### config.mk
export PLATFORM = sky130hd
export DESIGN_NAME = cache_tag_store
export DESIGN_NICKNAME = d
export VERILOG_FILES = /design/src/hw/cache_cfg_pkg.sv /design/src/hw/cache_tag_store.sv
export SDC_FILE = /design/constraint.sdc
export NUM_CORES = 2
export LEC_CHECK = 0
export ABC_AREA = 1
export BUFFER_PORTS_ARGS = -buffer_cell sky130_fd_sc_hd__buf_2
export CELL_PAD_IN_SITES_DETAIL_PLACEMENT = 0
export CELL_PAD_IN_SITES_GLOBAL_PLACEMENT = 1
export CORE_UTILIZATION = 35
export CTS_CLUSTER_DIAMETER = 100
export DETAILED_ROUTE_END_ITERATION = 8
export PLACE_DENSITY_LB_ADDON = 0.1
export SETUP_SLACK_MARGIN = 0.1
export SLEW_MARGIN = 20
export SYNTH_ARGS = -nofsm -noshare
export SYNTH_HDL_FRONTEND = slang
export SYNTH_SLANG_ARGS = --single-unit
### constraint.sdc
create_clock -name clk -period 7.4 [get_ports clk]
set_input_delay 1.85 -clock clk [delete_from_list [all_inputs] [get_ports clk]]
set_output_delay 1.85 -clock clk [all_outputs]
set_load 0.005 [all_outputs]
### src/hw/cache_cfg_pkg.sv
// cache geometry and address-field types, referenced by scoped name from the RTL and testbench
package cache_cfg_pkg;

    // port widths
    localparam int ADDR_W = 32;
    localparam int DATA_W = 64;
    localparam int STRB_W = DATA_W / 8;

    // organisation
    localparam int NUM_WAYS       = 4;
    localparam int NUM_SETS       = 16;
    localparam int LINE_BYTES     = 128;
    localparam int BEATS_PER_LINE = LINE_BYTES / STRB_W;

    // address split: tag | index | beat | byte
    localparam int OFFSET_W = $clog2(LINE_BYTES);
    localparam int INDEX_W  = $clog2(NUM_SETS);
    localparam int TAG_W    = ADDR_W - INDEX_W - OFFSET_W;
    localparam int WAY_W    = $clog2(NUM_WAYS);
    localparam int BEAT_W   = $clog2(BEATS_PER_LINE);

    typedef logic [ADDR_W-1:0] addr_t;

    typedef logic [DATA_W-1:0] data_t;

    typedef logic [STRB_W-1:0] strb_t;

    typedef logic [TAG_W-1:0] tag_t;

    typedef logic [INDEX_W-1:0] index_t;

    typedef logic [WAY_W-1:0] way_t;

    // word position inside a line, also the burst beat number
    typedef logic [BEAT_W-1:0] beat_t;

endpackage

### src/hw/cache_tag_store.sv
// tag, valid and dirty arrays with hit detection and per-set round-robin victim choice
`timescale 1ns/1ps

module cache_tag_store (
    input  logic                  clk,
    input  logic                  rst,
    input  cache_cfg_pkg::index_t index,
    input  cache_cfg_pkg::tag_t   tag,
    input  logic                  fill,
    input  logic                  mark_dirty,
    input  logic                  advance_victim,
    output logic                  hit,
    output cache_cfg_pkg::way_t   hit_way,
    output cache_cfg_pkg::way_t   victim_way,
    output logic                  victim_dirty,
    output cache_cfg_pkg::tag_t   victim_tag
);

    logic [cache_cfg_pkg::NUM_SETS-1:0][cache_cfg_pkg::NUM_WAYS-1:0] valid_q;
    logic [cache_cfg_pkg::NUM_SETS-1:0][cache_cfg_pkg::NUM_WAYS-1:0] dirty_q;

    cache_cfg_pkg::tag_t tag_q [cache_cfg_pkg::NUM_SETS][cache_cfg_pkg::NUM_WAYS];

    // replacement pointer per set
    cache_cfg_pkg::way_t [cache_cfg_pkg::NUM_SETS-1:0] rr_q;

    logic [cache_cfg_pkg::NUM_WAYS-1:0] hit_vec;
    cache_cfg_pkg::way_t                fill_way;

    always_comb begin
        hit_vec = '0;
        hit_way = '0;
        for (int w = 0; w < cache_cfg_pkg::NUM_WAYS; w++) begin
            hit_vec[w] = valid_q[index][w] && (tag_q[index][w] == tag);
            if (hit_vec[w]) begin
                hit_way = cache_cfg_pkg::way_t'(w);
            end
        end
    end

    assign hit = |hit_vec;

    assign victim_way   = rr_q[index];
    assign victim_dirty = valid_q[index][victim_way] && dirty_q[index][victim_way];
    assign victim_tag   = tag_q[index][victim_way];

    // pointer already stepped at the miss, so the victim sits one behind it
    assign fill_way = rr_q[index] - cache_cfg_pkg::way_t'(1);

    always_ff @(posedge clk) begin
        if (rst) begin
            valid_q <= '0;
            dirty_q <= '0;
            rr_q    <= '0;
        end else begin
            if (fill) begin
                valid_q[index][fill_way] <= 1'b1;
                dirty_q[index][fill_way] <= 1'b0;
            end
            if (mark_dirty) begin
                dirty_q[index][hit_way] <= 1'b1;
            end
            if (advance_victim) begin
                rr_q[index] <= rr_q[index] + cache_cfg_pkg::way_t'(1);
            end
        end
    end

    always_ff @(posedge clk) begin
        if (fill) begin
            tag_q[index][fill_way] <= tag;
        end
    end

    // a refill never installs a tag already present in the set
    a_single_hit: assert property (
        @(posedge clk) disable iff (rst)
        $onehot0(hit_vec)
    );

endmodule

After elaboration in Yosys (flattened, before gate mapping)
Memory sizes are Yosys's and may differ from the RTL's.
Index checks and enable logic that the tools add are counted.
- add/sub/neg operators: 2
- $lt $le $gt $ge: 10
- equality and inequality tests: 4
- muxes and demuxes: 34
- bitwise gates (word level): 6
- reduce and logical (&&, ||, !) cells: 10
- operators by type and width (operator ; number):
    64-bit two-way mux ; 3
    64-bit bitwise OR ; 2
    21-bit equality test ; 4
    84-bit two-way mux ; 1
    64-bit AND ; 1
    64-bit NOT ; 1
    21-bit two-way mux ; 3
    21-bit binary-select mux with 2-bit select ; 1
    21-bit demux with 2-bit select ; 1
    4-bit binary-select mux with 4-bit select ; 2
    32-bit bitwise mux ; 1
    4-bit demux with 4-bit select ; 2
    4-bit two-way mux ; 4
    1-bit logical AND ; 9
    2-bit by 3-bit < comparator with 1-bit output, second input constant ; 3
    2-bit binary-select mux with 4-bit select ; 1
    2-bit demux with 4-bit select ; 1
    2-bit two-way mux ; 4
    3-bit >= comparator, second input constant ; 2
    1-bit two-way mux ; 6
    2-bit NOT with 3-bit output ; 2
    4-bit by 5-bit < comparator with 1-bit output, second input constant ; 1
    1-bit binary-select mux with 2-bit select ; 2
    1-bit demux with 2-bit select ; 2
    6 further kinds ; 7
- register bits: 160
- bits in writable memories: 1344
- input bits: 30
- word-level logic and storage cells: 115
- memories: 1
- memories (memory ; words ; width ; read ports ; clocked after memory_dff ; wr ports ; line ; RTL):
    tag_q ; 16 ; 84 ; 1 ; 0 ; 1 ; cache_tag_store.sv:22 ; cache_cfg_pkg::tag_t tag_q [cache_cfg_pkg::NUM_SETS][cache_cfg_pkg::NUM_WAYS];

Logic depth before layout (Yosys ltp)
- depth in word-level cells: 15
- depth in mapped cells: 21
- gate-level depth less buffers: 17

Least setup slack after synthesis
OpenSTA, ideal clock, no wires.
- kind: input to output
- from: in index[0]
- to: out victim_dirty
- data arrival time: 3.731 ns
- data required time: 5.550 ns
- setup slack: 1.819 ns
- stages on the path: 14
- cells stage by stage: buf_6 -> nand2_2 -> inv_2 -> buf_2 -> buf_6 -> buf_2 -> buf_2 -> a22oi_1 -> a21oi_1 -> or2_2 -> o311ai_0 -> nand3_1 -> nand2_1 -> inv_1
- cells in the longest elaborated chain, start to end: 5
- elaborated cells between the ends (all ways): 11
- RTL lines (element ; line ; RTL):
    start: declaration ; cache_tag_store.sv:7 ; input cache_cfg_pkg::index_t index,
    4-bit binary-select mux with 4-bit select or 2-bit binary-select mux with 4-bit select (tied branches) ; cache_tag_store.sv:44, cache_tag_store.sv:43 ;
    4-bit two-way mux (implied by the code) or 2-bit two-way mux (tied branches) ; cache_tag_store.sv:44, cache_tag_store.sv:43 ;
    1-bit binary-select mux with 2-bit select ; cache_tag_store.sv:44 ; assign victim_dirty = valid_q[index][victim_way] && dirty_q[index][victim_way];
    1-bit two-way mux (implied by the code) ; cache_tag_store.sv:44 ;
    1-bit logical AND * ; cache_tag_store.sv:44 ;
    end: declaration ; cache_tag_store.sv:15 ; output logic victim_dirty,
Mark *: on every way between the ends. The rest lies on a longest branch, timed or not. The select of a mux whose other input is x is not followed.

Worst setup path after layout
- from: in index[1]
- to: out hit
- cells in the longest elaborated chain, start to end: 4
- elaborated cells between the ends (all ways): 12
- RTL lines (element ; line ; RTL):
    memory read 16 x 84 bit or 4-bit binary-select mux with 4-bit select (tied branches) ; n/a ;
    21-bit equality test or 4-bit two-way mux (tied branches) ; cache_tag_store.sv:34 ; hit_vec[w] = valid_q[index][w] && (tag_q[index][w] == tag);
    1-bit logical AND ; cache_tag_store.sv:34 ;
    4-bit OR reduction * ; cache_tag_store.sv:41 ; assign hit = |hit_vec;
    end: declaration ; cache_tag_store.sv:12 ; output logic hit,
Marked as above.

==> results_dict.tcl <==
set metrics [dict create \
    die_h_um 424 \
    routed_wl_mm 231 \
    root_buffer "clkbuf_16" \
    cp.arrival_ns 5.17 \
    yosysWarnings 0 \
    crit_type "in2out" \
    hold_class "reg2reg" \
    ys.flop_type "edfxtp_1" \
    drive_above_1_share 0.101 \
    layout.nets 5989 \
    period_minus_slack_ns 7.02 \
    area_growth_pct 15.3 \
    vias_per_cell 5.18 \
    seqPwrFrac 0.491 \
    post_drt_wl_per_cell_um 27.3 \
    fp-row-count 154 \
    switching_power_uw 4570 \
    combPwrFrac 0.075 \
    crit_top_cell "nor2_1" \
    clock_path_buffers 3 \
    cap_violations 0 \
    core-area_mm2 0.176 \
    rsz0062_at_grt "no" \
    fin_crit_sh 0.949 \
    hold_buffers 0 \
    synthMuxAreaShare 0 \
    slew_headroom 0.281 \
    gp_congestion 0.931 \
    synth-seq-area-share 0.699 \
    synth_compound_area_frac 0.0680 \
    grt_max_degree 97 \
    finClkSkew_ns 0.0405 \
    synth_fp_nets 5853 \
    netlist_area_mm2 0.0623 \
    antenna_found_initial 12 \
    cts_tree "yes" \
    grt_overflow 0 \
    clock_sinks 1504 \
    syn_inst 5819 \
    synthSimpleGateAreaFrac 0.200 \
    dp_hpwl_mm 138 \
    synth_xor_xnor_area_share 0.000984 \
    die_width_um 424 \
    path_clk_slew_ns 0.06 \
    synth_top_family_by_area "simple AND/OR/NAND/NOR gates" \
    yosys.area_share.adder 0.000803 \
    cp_max_fo 22 \
    grt_pass1_vias 41700 \
    port_buffers 56 \
    leakagePower_uw 0.0271 \
    startpoint_type "input pin" \
    layout_commonest_cell "nand2_1" \
    slowest_stage "nor2_1" \
    grt_usage 0.254 \
    start_util 0.353 \
    dr.first_iter.drc_count 4552 \
    ant_nets 0 \
    clock_latency_ns 0.84 \
    powerDensity_mw_per_mm2 263 \
    vias 43700 \
    max_slew.worst_pin.slew_ns 1.08 \
    cts_max_level 4 \
    switching_share 0.242 \
    synth-async-reset-ratio 0 \
    io_pins 57 \
    required_ns 5.55 \
    fmax_mhz 142 \
    yosysUniqueCellTypes 39 \
    drc_errors 0 \
    clkPwrFrac 0.434 \
    total_power_uw 18900 \
    die_area_mm2 0.180 \
    yosys_register_bits 1504 \
    final_hold_viol_count 0 \
    p_int_uw 14300 \
    final_cell_mix "nand2_1 (2,673), edfxtp_1 (1,344), a21oi_1 (220)" \
    synth_edf_count 1344 \
    ir_worst_vdd_uv 261 \
    grt_first_pass_wirelength_mm 323 \
    cpPeakStageDelay_ns 0.44 \
    cts_made_buffers 170 \
    syn_avg_cell_area_um2 10.7 \
    setup_viol 0 \
    cp_cell_sequence "buf_6, inv_8, nand2_2, inv_4, buf_4, a22oi_1, a21oi_1, or2_2, nor2_1, o22ai_1, nor2_1, nand2_1, nor2_1, nand3_1, nand2_1, buf_2" \
    drtPass1Iterations 8 \
    outcome "complete, no violations" \
    crit_path_end_kind "output pin" \
    finalSetupTns_ns 0 \
    final_max_slew_viol_count 0 \
]
-- synth_stat cells (all sizes together), types with 16 or more instances --
cell	n	area, µm²
edfxtp	1344	40400
buf	214	1140
o22ai	16	100
nor2	267	1030
nand2	2676	10000
inv	116	435
nand3	128	656
or2	28	175
o21a	46	345
a21oi	220	1100
o21ai	177	886
a22oi	215	1610
clkbuf	87	327
nand4	82	526
dfxtp	160	3200
-- kinds of logic after synthesis --
logic type,Yosys count
buf+inv,425
compound gates,694
xor+xnor,7
fa+ha+maj,4
simple gates,3185
flops,1504
-- worst max-delay path: cells and delay by family --
family	cells	cell delay (ns)
simple gates	8	1.70
buf+inv	5	1.07
compound gates	3	0.48
-- metrics by stage --
step	area [µm²]	cells	setup slack [ns]	hold slack, ns	util
detailed placement	66500	8123	0.293	0.449	0.377
global route	71800	8439	0.187	0.474	0.407
floorplan	62300	5819	1.82	0.431	-
global placement	66400	8121	0.310	0.444	0.376
finish	71800	8446	0.376	0.461	0.407
CTS	71800	8439	0.276	0.457	0.407
-- power groups by stage --
stage	Sequential [µW]	Clock [µW]	Combinational, µW
finish	9280	8210	1410
global route	9280	8670	1500
CTS	9280	8360	1410
detailed placement	9460	0	1410
global placement	9460	0	1410
floorplan	9460	0	641
-- final timing paths --
kind	start	end	slack, ns	cells past startpoint
setup / recovery	index[1]	hit	0.38	16
hold / removal	valid_q[40]	valid_q[40]	0.46	2
setup reg to reg	rr_q[31]	dirty_q[16]	3.79	12
hold reg to reg	valid_q[40]	valid_q[40]	0.46	2
-- what timing repair did --
item                       in CTS  in global routing
setup buffers                   0                  0
resized for setup               0                  2
setup endpoints to repair       0                  1
-- flip-flops by register name, indices dropped and copies added (netlist names) --
signal / count
dirty_q: 64
rr_q: 32
tag_q: 1344
valid_q: 64
-- routing by layer --
metal	global-route usage	vias up	part of all wire
met5	0	-	0.00010
met4	0.0951	4	0.036
met3	0.0361	352	0.053
met2	0.402	1359	0.46
met1	0.354	21800	0.45
li1	-	20200	-
-- layout make-up --
class / instances / area (µm²)
clock buffers: 225 / 4640
multi-input cells: 3890 / 17000
repair buffers: 265 / 2450
flip-flops and latches: 1504 / 43600
well taps: 2340 / 2930
diodes: 7 / 17.5
inverters: 124 / 493
fillers: 17100 / 105000
clock inverters: 91 / 714
(Power assumes the default switching activity.)
