<file path="config.mk">
export PLATFORM = sky130hd
export DESIGN_NAME = cache_ctrl
export DESIGN_NICKNAME = d
export VERILOG_FILES = /design/src/hw/cache_cfg_pkg.sv /design/src/hw/cache_bus_pkg.sv /design/src/hw/cache_ctrl.sv
export SDC_FILE = /design/constraint.sdc
export NUM_CORES = 1
export LEC_CHECK = 0
export BUFFER_PORTS_ARGS = -buffer_cell sky130_fd_sc_hd__buf_2
export CORE_AREA = 2 2 221 223
export CTS_CLUSTER_SIZE = 24
export DETAILED_ROUTE_END_ITERATION = 12
export DIE_AREA = 0 0 223 225
export MAX_ROUTING_LAYER = met4
export PLACE_DENSITY = 0.52
export RECOVER_POWER = 25
export SLEW_MARGIN = 0
export SYNTH_ARGS = -nofsm -noshare
export SYNTH_HDL_FRONTEND = slang
export SYNTH_SLANG_ARGS = --single-unit
export TNS_END_PERCENT = 100
</file>
<file path="constraint.sdc">
create_clock -name clk -period 5.52 [get_ports clk]
set_clock_uncertainty 0.15 [all_clocks]
set_input_delay 0 -clock clk [delete_from_list [all_inputs] [get_ports clk]]
set_output_delay 0 -clock clk [all_outputs]
set_load 0.01 [all_outputs]
</file>
<file path="src/hw/cache_cfg_pkg.sv">
// cache geometry and address-field types, referenced by scoped name from the RTL and testbench
package cache_cfg_pkg;

    // port widths
    localparam int ADDR_W = 32;
    localparam int DATA_W = 64;
    localparam int STRB_W = DATA_W / 8;

    // organisation
    localparam int NUM_WAYS       = 4;
    localparam int NUM_SETS       = 16;
    localparam int LINE_BYTES     = 128;
    localparam int BEATS_PER_LINE = LINE_BYTES / STRB_W;

    // address split: tag | index | beat | byte
    localparam int OFFSET_W = $clog2(LINE_BYTES);
    localparam int INDEX_W  = $clog2(NUM_SETS);
    localparam int TAG_W    = ADDR_W - INDEX_W - OFFSET_W;
    localparam int WAY_W    = $clog2(NUM_WAYS);
    localparam int BEAT_W   = $clog2(BEATS_PER_LINE);

    typedef logic [ADDR_W-1:0] addr_t;

    typedef logic [DATA_W-1:0] data_t;

    typedef logic [STRB_W-1:0] strb_t;

    typedef logic [TAG_W-1:0] tag_t;

    typedef logic [INDEX_W-1:0] index_t;

    typedef logic [WAY_W-1:0] way_t;

    // word position inside a line, also the burst beat number
    typedef logic [BEAT_W-1:0] beat_t;

endpackage

</file>
<file path="src/hw/cache_bus_pkg.sv">
// port structs for the CPU and memory sides of the cache, plus the controller state encoding
package cache_bus_pkg;

    // cpu request, a nonzero strb makes it a write
    typedef struct packed {
        cache_cfg_pkg::addr_t addr;
        cache_cfg_pkg::data_t wdata;
        cache_cfg_pkg::strb_t strb;
    } cpu_req_t;

    typedef struct packed {
        cache_cfg_pkg::data_t rdata;
    } cpu_rsp_t;

    // line-aligned start of a 16-beat burst, shared by ar and aw
    typedef struct packed {
        cache_cfg_pkg::addr_t addr;
    } mem_addr_t;

    typedef struct packed {
        cache_cfg_pkg::data_t data;
        logic                 last;
    } mem_rbeat_t;

    // write beats are always full words
    typedef struct packed {
        cache_cfg_pkg::data_t data;
        logic                 last;
    } mem_wbeat_t;

    typedef enum logic [2:0] {
        IDLE,
        LOOKUP,
        RESPOND,
        WRITEBACK,
        REFILL_REQ,
        REFILL
    } ctrl_state_t;

endpackage

</file>
<file path="src/hw/cache_ctrl.sv">
// request FSM for the cache: lookup, write-back and refill bursts, and the CPU response
`timescale 1ns/1ps

module cache_ctrl (
    input  logic                    clk,
    input  logic                    rst,
    input  logic                    req_valid,
    output logic                    req_ready,
    input  cache_bus_pkg::cpu_req_t req,
    output logic                    rsp_valid,
    input  logic                    rsp_ready,
    output cache_bus_pkg::cpu_rsp_t rsp,
    output logic                    ar_valid,
    input  logic                    ar_ready,
    output cache_bus_pkg::mem_addr_t ar,
    input  logic                    r_valid,
    input  cache_bus_pkg::mem_rbeat_t r,
    output logic                    aw_valid,
    input  logic                    aw_ready,
    output cache_bus_pkg::mem_addr_t aw,
    output logic                    w_valid,
    input  logic                    w_ready,
    output cache_bus_pkg::mem_wbeat_t w,
    input  logic                    hit,
    input  cache_cfg_pkg::way_t     hit_way,
    input  cache_cfg_pkg::way_t     victim_way,
    input  logic                    victim_dirty,
    input  cache_cfg_pkg::tag_t     victim_tag,
    input  cache_cfg_pkg::data_t    line_rdata,
    output cache_cfg_pkg::index_t   lk_index,
    output cache_cfg_pkg::tag_t     lk_tag,
    output logic                    fill,
    output logic                    mark_dirty,
    output logic                    advance_victim,
    output cache_cfg_pkg::way_t     ds_way,
    output cache_cfg_pkg::beat_t    ds_beat,
    output logic                    ds_wen,
    output cache_cfg_pkg::strb_t    ds_wmask,
    output cache_cfg_pkg::data_t    ds_wdata
);

    cache_bus_pkg::ctrl_state_t state_q;
    cache_bus_pkg::ctrl_state_t state_d;

    cache_bus_pkg::cpu_req_t req_q;
    cache_bus_pkg::cpu_rsp_t rsp_q;
    cache_cfg_pkg::way_t     vic_way_q;
    cache_cfg_pkg::tag_t     vic_tag_q;
    cache_cfg_pkg::beat_t    wb_beat_q;
    cache_cfg_pkg::beat_t    rf_beat_q;
    cache_cfg_pkg::beat_t    lk_beat;
    logic                    aw_done_q;
    logic                    req_write;

    assign lk_tag    = req_q.addr[cache_cfg_pkg::ADDR_W-1 -: cache_cfg_pkg::TAG_W];
    assign lk_index  = req_q.addr[cache_cfg_pkg::OFFSET_W +: cache_cfg_pkg::INDEX_W];
    assign lk_beat   = req_q.addr[cache_cfg_pkg::OFFSET_W-1 -: cache_cfg_pkg::BEAT_W];
    assign req_write = |req_q.strb;

    assign req_ready = (state_q == cache_bus_pkg::IDLE);
    assign rsp_valid = (state_q == cache_bus_pkg::RESPOND);
    assign rsp       = rsp_q;

    assign ar_valid = (state_q == cache_bus_pkg::REFILL_REQ);
    assign ar.addr  = {lk_tag, lk_index, {cache_cfg_pkg::OFFSET_W{1'b0}}};

    // address phase first, then the 16 data beats
    assign aw_valid = (state_q == cache_bus_pkg::WRITEBACK) && !aw_done_q;
    assign aw.addr  = {vic_tag_q, lk_index, {cache_cfg_pkg::OFFSET_W{1'b0}}};
    assign w_valid  = (state_q == cache_bus_pkg::WRITEBACK) && aw_done_q;
    assign w.data   = line_rdata;
    assign w.last   = &wb_beat_q;

    always_comb begin
        state_d        = state_q;
        fill           = 1'b0;
        mark_dirty     = 1'b0;
        advance_victim = 1'b0;
        ds_way         = vic_way_q;
        ds_beat        = lk_beat;
        ds_wen         = 1'b0;
        ds_wmask       = '0;
        ds_wdata       = req_q.wdata;
        case (state_q)
            cache_bus_pkg::IDLE: begin
                if (req_valid) begin
                    state_d = cache_bus_pkg::LOOKUP;
                end
            end
            cache_bus_pkg::LOOKUP: begin
                ds_way = hit_way;
                if (hit) begin
                    ds_wen     = req_write;
                    ds_wmask   = req_q.strb;
                    mark_dirty = req_write;
                    state_d    = cache_bus_pkg::RESPOND;
                end else begin
                    advance_victim = 1'b1;
                    state_d = victim_dirty ? cache_bus_pkg::WRITEBACK : cache_bus_pkg::REFILL_REQ;
                end
            end
            cache_bus_pkg::RESPOND: begin
                if (rsp_ready) begin
                    state_d = cache_bus_pkg::IDLE;
                end
            end
            cache_bus_pkg::WRITEBACK: begin
                ds_beat = wb_beat_q;
                if (w_valid && w_ready && w.last) begin
                    state_d = cache_bus_pkg::REFILL_REQ;
                end
            end
            cache_bus_pkg::REFILL_REQ: begin
                if (ar_ready) begin
                    state_d = cache_bus_pkg::REFILL;
                end
            end
            cache_bus_pkg::REFILL: begin
                ds_beat  = rf_beat_q;
                ds_wen   = r_valid;
                ds_wmask = '1;
                ds_wdata = r.data;
                // line complete, go back and look it up again
                if (r_valid && r.last) begin
                    fill    = 1'b1;
                    state_d = cache_bus_pkg::LOOKUP;
                end
            end
            default: begin
                state_d = cache_bus_pkg::IDLE;
            end
        endcase
    end

    always_ff @(posedge clk) begin
        if (rst) begin
            state_q   <= cache_bus_pkg::IDLE;
            aw_done_q <= 1'b0;
            wb_beat_q <= '0;
            rf_beat_q <= '0;
        end else begin
            state_q <= state_d;
            if (aw_valid && aw_ready) begin
                aw_done_q <= 1'b1;
            end else if (w_valid && w_ready && w.last) begin
                aw_done_q <= 1'b0;
            end
            // counters wrap to zero after beat 15
            if (w_valid && w_ready) begin
                wb_beat_q <= wb_beat_q + 1'b1;
            end
            if ((state_q == cache_bus_pkg::REFILL) && r_valid) begin
                rf_beat_q <= rf_beat_q + 1'b1;
            end
        end
    end

    always_ff @(posedge clk) begin
        if (rst) begin
            req_q <= '0;
        end else if (req_valid && req_ready) begin
            req_q <= req;
        end
        if ((state_q == cache_bus_pkg::LOOKUP) && hit) begin
            rsp_q.rdata <= line_rdata;
        end
        if ((state_q == cache_bus_pkg::LOOKUP) && !hit) begin
            vic_way_q <= victim_way;
            vic_tag_q <= victim_tag;
        end
    end

    a_ar_hold: assert property (
        @(posedge clk) disable iff (rst)
        ar_valid && !ar_ready |=> ar_valid && $stable(ar)
    );

    a_aw_hold: assert property (
        @(posedge clk) disable iff (rst)
        aw_valid && !aw_ready |=> aw_valid && $stable(aw)
    );

    // memory must flag last on the 16th refill beat and nowhere else
    a_r_last: assert property (
        @(posedge clk) disable iff (rst)
        (state_q == cache_bus_pkg::REFILL) && r_valid |-> (r.last == (&rf_beat_q))
    );

endmodule

</file>
[Yosys cells after proc, flatten, opt, wreduce, memory -nomap -nowiden]
Cells that the tools add are included.
Storage, ports and cells
  register bits: 203
  output and inout port bits: 305
  logic and storage cells: 61
Cells by class
  add/subtract/negate cells: 2
  eq/ne operators: 10
  mux-type cells: 22
  reductions and logical operators: 17
Operators by type and width (count)
  $mux W64: 1
  $mux W3: 7
  $pmux W3 S6: 1
  $pmux W8 S2: 1
  $logic_and A1 B1 Y1: 10
  $add A4 B1 Y4 const B: 2
  $mux W1: 8
  $mux W8: 1
  $pmux W4 S2: 1
  $reduce_or A8 Y1: 1
  $eq A3 B2 Y1 const B: 2
  $eq A3 B3 Y1 const B: 2
  $ne A2 B1 Y1 const B: 3
  $reduce_and A5 Y1: 1
  $ne A2 B2 Y1 const B: 2
  $reduce_and A4 Y1: 1
  $eq A3 B1 Y1 const B: 1
  $logic_not A3 Y1: 1
  $logic_not A1 Y1: 2
  $mux W2: 1
  $pmux W1 S2: 1
  $reduce_bool A2 Y1: 1

[Longest topological paths before layout]
Gate-level depths: netlist (run 1).
  word-level depth: 6
  depth in mapped cells: 6
  gate-level depth less buffers: 5

[Worst setup path after synthesis (run 1)]
No wires, ideal clock.
  path kind: register to register
  start point: reg state_q[2]
  end point: reg rsp_q (netlist bit rsp[0]) (enable)
  data arrival time: 2441 ps
  data required time: 4940 ps
  slack: 2499 ps
  stages on the path, launching flop included: 4
  buffers on the path: 1
  path through: dfxtp_1 > buf_2 > nor3b_1 > and2_1
Between the ends
  cells in the longest elaborated chain, start to end: 2
Ends and longest elaborated chain
  from (decl): RTL line cache_ctrl.sv:42  | cache_bus_pkg::ctrl_state_t state_q;
  from (signal assigned): RTL line cache_ctrl.sv:137  | state_q <= cache_bus_pkg::IDLE;
  from (signal assigned): RTL line cache_ctrl.sv:142  | state_q <= state_d;
  $eq A3 B1 Y1: RTL line cache_ctrl.sv:164  | if ((state_q == cache_bus_pkg::LOOKUP) && hit) begin
  $logic_and A1 B1 Y1: RTL line cache_ctrl.sv:164
  to (decl): RTL line cache_ctrl.sv:46  | cache_bus_pkg::cpu_rsp_t rsp_q;
No other way between the ends.
A chain may end at the register's enable or synchronous reset.

[Worst setup path after layout (run 1)]
  start point: reg state_q[0]
  end point: reg rsp_q (netlist bit rsp[31]) (enable)
Same word-level chain as after synthesis.

==> flow_metrics.env, run 1 <==
export IMPL_grt_max_degree=102
export IMPL_power_w=0.00365
export IMPL_wl_met1_mm=13.3
export IMPL_hold_violations=0
export IMPL_min_from="victim_tag[15]"
export IMPL_finalSetupViolations=0
export IMPL_hold_path_depth=2
export IMPL_slew_limit_headroom_pct=16.7
export IMPL_gp_congestion=0.776
export IMPL_grt_pass1_vias=8802
export IMPL_drive_gt1_share_pct=29.6
export IMPL_drv_cap=0
export IMPL_clk_latency_ns=0.49
export IMPL_cellPowerDensity_mw_per_mm2=265
export IMPL_cts_max_level=4
export IMPL_clk_pin_slew_worst_paths_ns=0.09
export IMPL_rr_endpoint="rsp[31]"
export IMPL_synthCells=994
export IMPL_antenna_found_initial=2
export IMPL_reg2reg_setup_slack_ns=2.26
export IMPL_synth_ff_type="dfxtp_1"
export IMPL_ys_ff_latch=200
export IMPL_synth_edf_count=87
export IMPL_place_ws_ns=2.19
export IMPL_fp_row_count=80
export IMPL_swShare_pct=29.4
export IMPL_seqCellArea_mm2=0.00487
export IMPL_top_layer_used="met4"
export IMPL_cts_tree="yes"
export IMPL_path_max_fanout=39
export IMPL_cts_buffer_depth=2
export IMPL_io_buffer_count=555
export IMPL_cts_resized=0
export IMPL_synth_seq_area_share_pct=55.2
export IMPL_syn_area_mm2=0.00883
export IMPL_period_needed_ns=3.26
export IMPL_grt_usage_pct=14.1
export IMPL_synth_avg_cell_area_um2=8.88
export IMPL_drv_slew=0
export IMPL_grt_ovfl_total=0
export IMPL_die_x_um=223
export IMPL_r2r_start="state_q[0]"
export IMPL_die_y_um=225
export IMPL_worstPathArrival_ns=3.24
export IMPL_vias=8996
export IMPL_nets=1883
export IMPL_grt_pass1_wl_mm=51.1
export IMPL_root_buffer="clkbuf_16"
export IMPL_tightest_slew_ns=1.25
export IMPL_wl_per_cell_um=15.7
export IMPL_ir_worst_vdd_uv=155
export IMPL_p_int_w=0.00257
export IMPL_min_path_type="in -> reg"
export IMPL_cts_made_buffers=17
export IMPL_synth_warnings=0
export IMPL_viasPerCell=4.01
export IMPL_pin_count=573
export IMPL_met3_length_mm=2.36
export IMPL_met2_length_mm=18.1
export IMPL_dp_final_hpwl_mm=25.0
export IMPL_mostFrequentLayoutCells="buf_2 (434), nand2_1 (418), dlygate4sd3_1 (217), clkbuf_1 (120), dfxtp_1 (113)"
export IMPL_final_setup_tns_ns=0
export IMPL_p_clk_share_pct=34.1
export IMPL_min_to="vic_tag_q[15]"
export IMPL_fin_ws_ns=2.26
export IMPL_slowest_delay_ns=0.73
export IMPL_layout_commonest_cell="buf_2"
export IMPL_critPathSlowestCell="and2_2"
export IMPL_synthToLayoutAreaGrowth_pct=55.9
export IMPL_max_freq_mhz=307
export IMPL_start_util_pct=18.6
export IMPL_status="finished clean"
export IMPL_r2r_cells=3
export IMPL_dieArea_mm2=0.0502
export IMPL_drt_first_pass_iters=5
export IMPL_rsz0062_at_grt="false"
export IMPL_core_area_mm2=0.0475
export IMPL_ant_nets=0
export IMPL_post_synth_num_cell_types=38
export IMPL_async_flop_share_pct=0
export IMPL_drc=0
export IMPL_cp_start_kind="register"
export IMPL_drtIter0Drc=373
export IMPL_power_share_combinational_pct=19.4
export IMPL_crit_path_end_kind="register"
export IMPL_clock_sinks=200
export IMPL_nFillCells=5050
export IMPL_seqPwrFrac_pct=46.4
export IMPL_path_class="reg -> reg"
export IMPL_p_leak_nw=6.27
export IMPL_multi_input_area_mm2=0.00268
export IMPL_crit_chain="nor3b_1 -> and2_2 -> buf_4"
export IMPL_critPathRequiredTime_ns=5.51
export IMPL_switchingPower_w=0.00107
export IMPL_fin_crit_sh_pct=59.0
export IMPL_drt_total_wl_mm=35.2
cell usage after synthesis (2+ instances only):
master    count  area, µm²
a22oi_1       4       30.0
nor3b_1       4       30.0
or3_1         4       25.0
nand2_1     418       1570
nor2_1        5       18.8
mux2_2        2       22.5
nor3_1        4       20.0
clkbuf_1     28        105
nor4_1        2       12.5
nor2b_1       2       12.5
buf_6        10        113
o21ai_0       7       35.0
and3b_1       3       26.3
nand3_1      13       65.1
inv_1         2       7.51
buf_2         7       35.0
edfxtp_1     87       2610
buf_1         6       22.5
and2_1        3       18.8
a21oi_1     109        546
dfxtp_1     113       2260
buf_4       141       1060
ha_1          2       25.0
or4_1         2       15.0
nand3b_1      3       22.5
flip-flops by register name (all words and copies together) (netlist names):
name	count
req_q	72
rsp	64
ar	25
vic_tag_q	21
lk_beat	4
rf_beat_q	4
wb_beat_q	4
state_q	3
vic_way_q	2
aw_done_q	1
stage by stage:
step	utilization [%]	cell area, µm²	hold WS [ns]	cells
after floorplan	-	8880	-0.0582	1007
after global placement	23.5	11200	0.0263	1992
after detailed placement	23.5	11200	0.0284	1992
after CTS	29.3	13900	0.00900	2241
after global routing	29.0	13800	0.0430	2243
final	29.0	13800	0.0591	2243
power by group through the flow:
stage	clock [W]	sequential (W)	combinational, W
after global placement	0	0.00172	0.000592
after CTS	0.00131	0.00169	0.000725
after floorplan	0	0.00173	0.000379
after detailed placement	0	0.00172	0.000597
final	0.00125	0.00169	0.000709
after global routing	0.00135	0.00170	0.000776
worst max-delay path by stage:
stage                    start  slack, ns  depth (start not counted)       to
floorplan           state_q[2]       2.50                          3   rsp[0]
global placement    state_q[0]       2.27                          3  rsp[36]
detailed placement  state_q[0]       2.19                          3   rsp[3]
CTS                 state_q[0]       2.17                          3  rsp[20]
global route        state_q[0]       2.03                          3  rsp[20]
finish              state_q[0]       2.26                          3  rsp[31]
logic make-up after synthesis:
group | after synthesis | share of synthesized area (%)
flops | 200 | 55.2
other cells | 1 | 0.0425
compound gates | 125 | 7.40
xor+xnor | 1 | 0.0992
buf+inv | 194 | 15.2
simple gates | 468 | 21.4
fa+ha+maj | 2 | 0.283
mux | 3 | 0.368
routing by layer:
| layer | track usage [%] | vias to the layer above |
|---|---|---|
| met1 | 14.5 | 4206 |
| met3 | 3.70 | 73 |
| met2 | 24.5 | 397 |
| met5 | - | - |
| met4 | 7.92 | 0 |
| li1 | - | 4320 |
timing repair:
item                      4_1_cts  5_1_grt
buffers inserted                0        0
hold buffers                  217        0
hold endpoints to repair      223        0
layout make-up:
| type | count | share of cell area (%) |
|---|---|---|
| Clock inverter | 13 | 0.954 |
| Antenna cell | 2 | 0.0364 |
| Sequential cell | 200 | 35.4 |
| Timing Repair Buffer | 779 | 35.3 |
| Tap cell | 615 | 5.59 |
| Inverter | 2 | 0.0545 |
| Multi-Input combinational cell | 613 | 19.5 |
| Clock buffer | 19 | 3.23 |
critical path: cells and delay by family (launching register included):
kind	cells	cell delay [ns]
flops	1	0.71
simple gates	2	1.42
buf+inv	1	0.55
No activity file was read; power rests on OpenSTA's default activity.
==> run 2, diff against run 1 <==
- clock period: 5.52 -> 3.1 ns (I/O delays scaled with it)
==> run 2 against run 1 <==
Effect of this change:
- worst setup slack got worse by 2.0 ns
- first-iteration DRC count increased by 30%
- sequential power rose by 79%
- non-clock buffer count up 29
- largest cell class is now buffers
- register-to-register slack lost 1.9 ns
- combinational power is 85% higher
- highest routed layer unchanged
==> flow_metrics.env, run 2 (synthesis results as in run 1) <==
export IMPL_layout_commonest_cell="buf_2"
export IMPL_path_max_fanout=61
export IMPL_pin_count=573
export IMPL_cts_max_level=4
export IMPL_antenna_found_initial=1
export IMPL_postCtsSetupBuffers=0
export IMPL_clk_latency_ns=0.50
export IMPL_viasPerCell=3.95
export IMPL_drtIter0Drc=486
export IMPL_clk_pin_slew_worst_paths_ns=0.08
export IMPL_die_x_um=223
export IMPL_n_antenna_cell=0
export IMPL_seqCellArea_mm2=0.00487
export IMPL_grt_pass1_wl_mm=51.7
export IMPL_slowest_delay_ns=0.84
export IMPL_fin_crit_sh_pct=91.3
export IMPL_worstPathArrival_ns=2.68
export IMPL_placed_cells=1996
export IMPL_largest_register="req_q"
export IMPL_drt_total_wl_mm=36.3
export IMPL_cp_start_kind="register"
export IMPL_slew_limit_headroom_pct=14.8
export IMPL_status="finished clean"
export IMPL_gp_congestion=0.772
export IMPL_drt_first_pass_iters=6
export IMPL_crit_chain="nand3b_1 -> buf_12 -> nand2_1 -> nand2_1 -> buf_2"
export IMPL_drive_gt1_share_pct=29.4
export IMPL_max_freq_mhz=353
export IMPL_grt_max_degree=102
export IMPL_grt_ovfl_total=0
export IMPL_nets=1913
export IMPL_core_area_mm2=0.0475
export IMPL_crit_path_end_kind="primary output"
export IMPL_cts_buffer_depth=2
export IMPL_grt_pass1_vias=8991
export IMPL_drc=0
export IMPL_critPathSlowestCell="dfxtp_1"
export IMPL_endpoint="ds_wdata[29]"
export IMPL_rr_endpoint="ar[27]"
export IMPL_fp_row_count=80
export IMPL_design_area_mm2=0.0141
export IMPL_drv_slew=0
export IMPL_multi_input_area_mm2=0.00269
export IMPL_vias=8975
export IMPL_grt_usage_pct=14.3
export IMPL_start_util_pct=18.6
export IMPL_dieArea_mm2=0.0502
export IMPL_tightest_slew_ns=1.28
export IMPL_cp_startpoint="state_q[0]"
export IMPL_nFillCells=5029
export IMPL_period_needed_ns=2.83
export IMPL_clock_sinks=200
export IMPL_min_path_type="in -> reg"
export IMPL_cts_resized=0
export IMPL_finalSetupViolations=0
export IMPL_wl_per_cell_um=16.0
export IMPL_cts_made_buffers=17
export IMPL_root_buffer="clkbuf_16"
export IMPL_finalNonFillerCells=2271
export IMPL_r2r_cells=4
export IMPL_die_y_um=225
export IMPL_path_class="reg -> out"
export IMPL_ant_nets=0
export IMPL_dp_final_hpwl_mm=25.3
export IMPL_r2r_start="state_q[1]"
export IMPL_reg2reg_setup_slack_ns=0.37
export IMPL_path_common_cell="nand2_1"
export IMPL_finalHoldWorstSlack_ns=0.0631
export IMPL_io_buffer_count=555
export IMPL_hold_violations=0
export IMPL_power_w=0.00658
export IMPL_critPathRequiredTime_ns=2.95
export IMPL_mostFrequentLayoutCells="buf_2 (436), nand2_1 (418), dlygate4sd3_1 (242), clkbuf_1 (119), dfxtp_1 (113)"
export IMPL_synthToLayoutAreaGrowth_pct=59.8
export IMPL_cellPowerDensity_mw_per_mm2=466
export IMPL_ir_worst_vdd_uv=301
export IMPL_final_setup_tns_ns=0
export IMPL_largest_register_ff_count=72
export IMPL_drv_cap=0
export IMPL_p_leak_nw=6.46
export IMPL_cts_tree="yes"
export IMPL_dpl_cell_area_mm2=0.0113
==> run 2: how the worst min path moves through the flow <==
stage | cells after the start | start | slack, ns | end
finish | 2 | victim_way[0] | 0.06 | vic_way_q[0]
global route | 2 | victim_tag[12] | 0.03 | vic_tag_q[12]
CTS | 2 | victim_tag[15] | 0.008 | vic_tag_q[15]
detailed placement | 1 | victim_way[1] | 0.03 | vic_way_q[1]
global placement | 1 | victim_tag[1] | 0.03 | vic_tag_q[1]
floorplan | 1 | line_rdata[9] | -0.06 | w[10]
==> run 2: final cells by class <==
type | instances | area share, %
sequential | 200 | 34.6
tap | 615 | 5.45
inverter | 2 | 0.0532
timing repair buffer | 808 | 36.9
multi-input combinational | 614 | 19.0
clock buffer | 18 | 3.04
clock inverter | 14 | 0.993
==> run 2: worst max-delay path: cells and delay by family (launching register included) <==
kind | cells | cell delay (ns)
buf+inv | 2 | 0.52
flops | 1 | 0.84
simple gates | 3 | 0.77
==> run 2: report_power, final <==
part           switching (W)  internal (W)
Combinational       0.000704      0.000609
Clock                0.00112       0.00113
Sequential         0.0000966       0.00292
==> run 2: what timing repair did <==
item                       CTS  global route
hold endpoints to repair   223             0
setup endpoints to repair    0            38
hold buffers               242             0
==> run 2: per-layer routing <==
metal / share of wire (%) / wire length [µm] / GRT usage (%) / vias to the layer above
met5: 0 / 0 / - / -
met3: 5.4 / 1950 / 3.40 / 43
met2: 52 / 19000 / 25.2 / 341
met1: 40 / 14400 / 15.4 / 4209
li1: - / - / - / 4382
met4: 2.5 / 911 / 5.82 / 0
==> run 2: per-stage QoR <==
step / setup WS, ns / util [%]
2_1_floorplan: 0.0787 / -
3_3_place_gp: 0.626 / 23.7
3_5_place_dp: 0.634 / 23.7
4_1_cts: 0.108 / 30.0
5_1_grt: -0.00205 / 29.7
6_report: 0.269 / 29.7
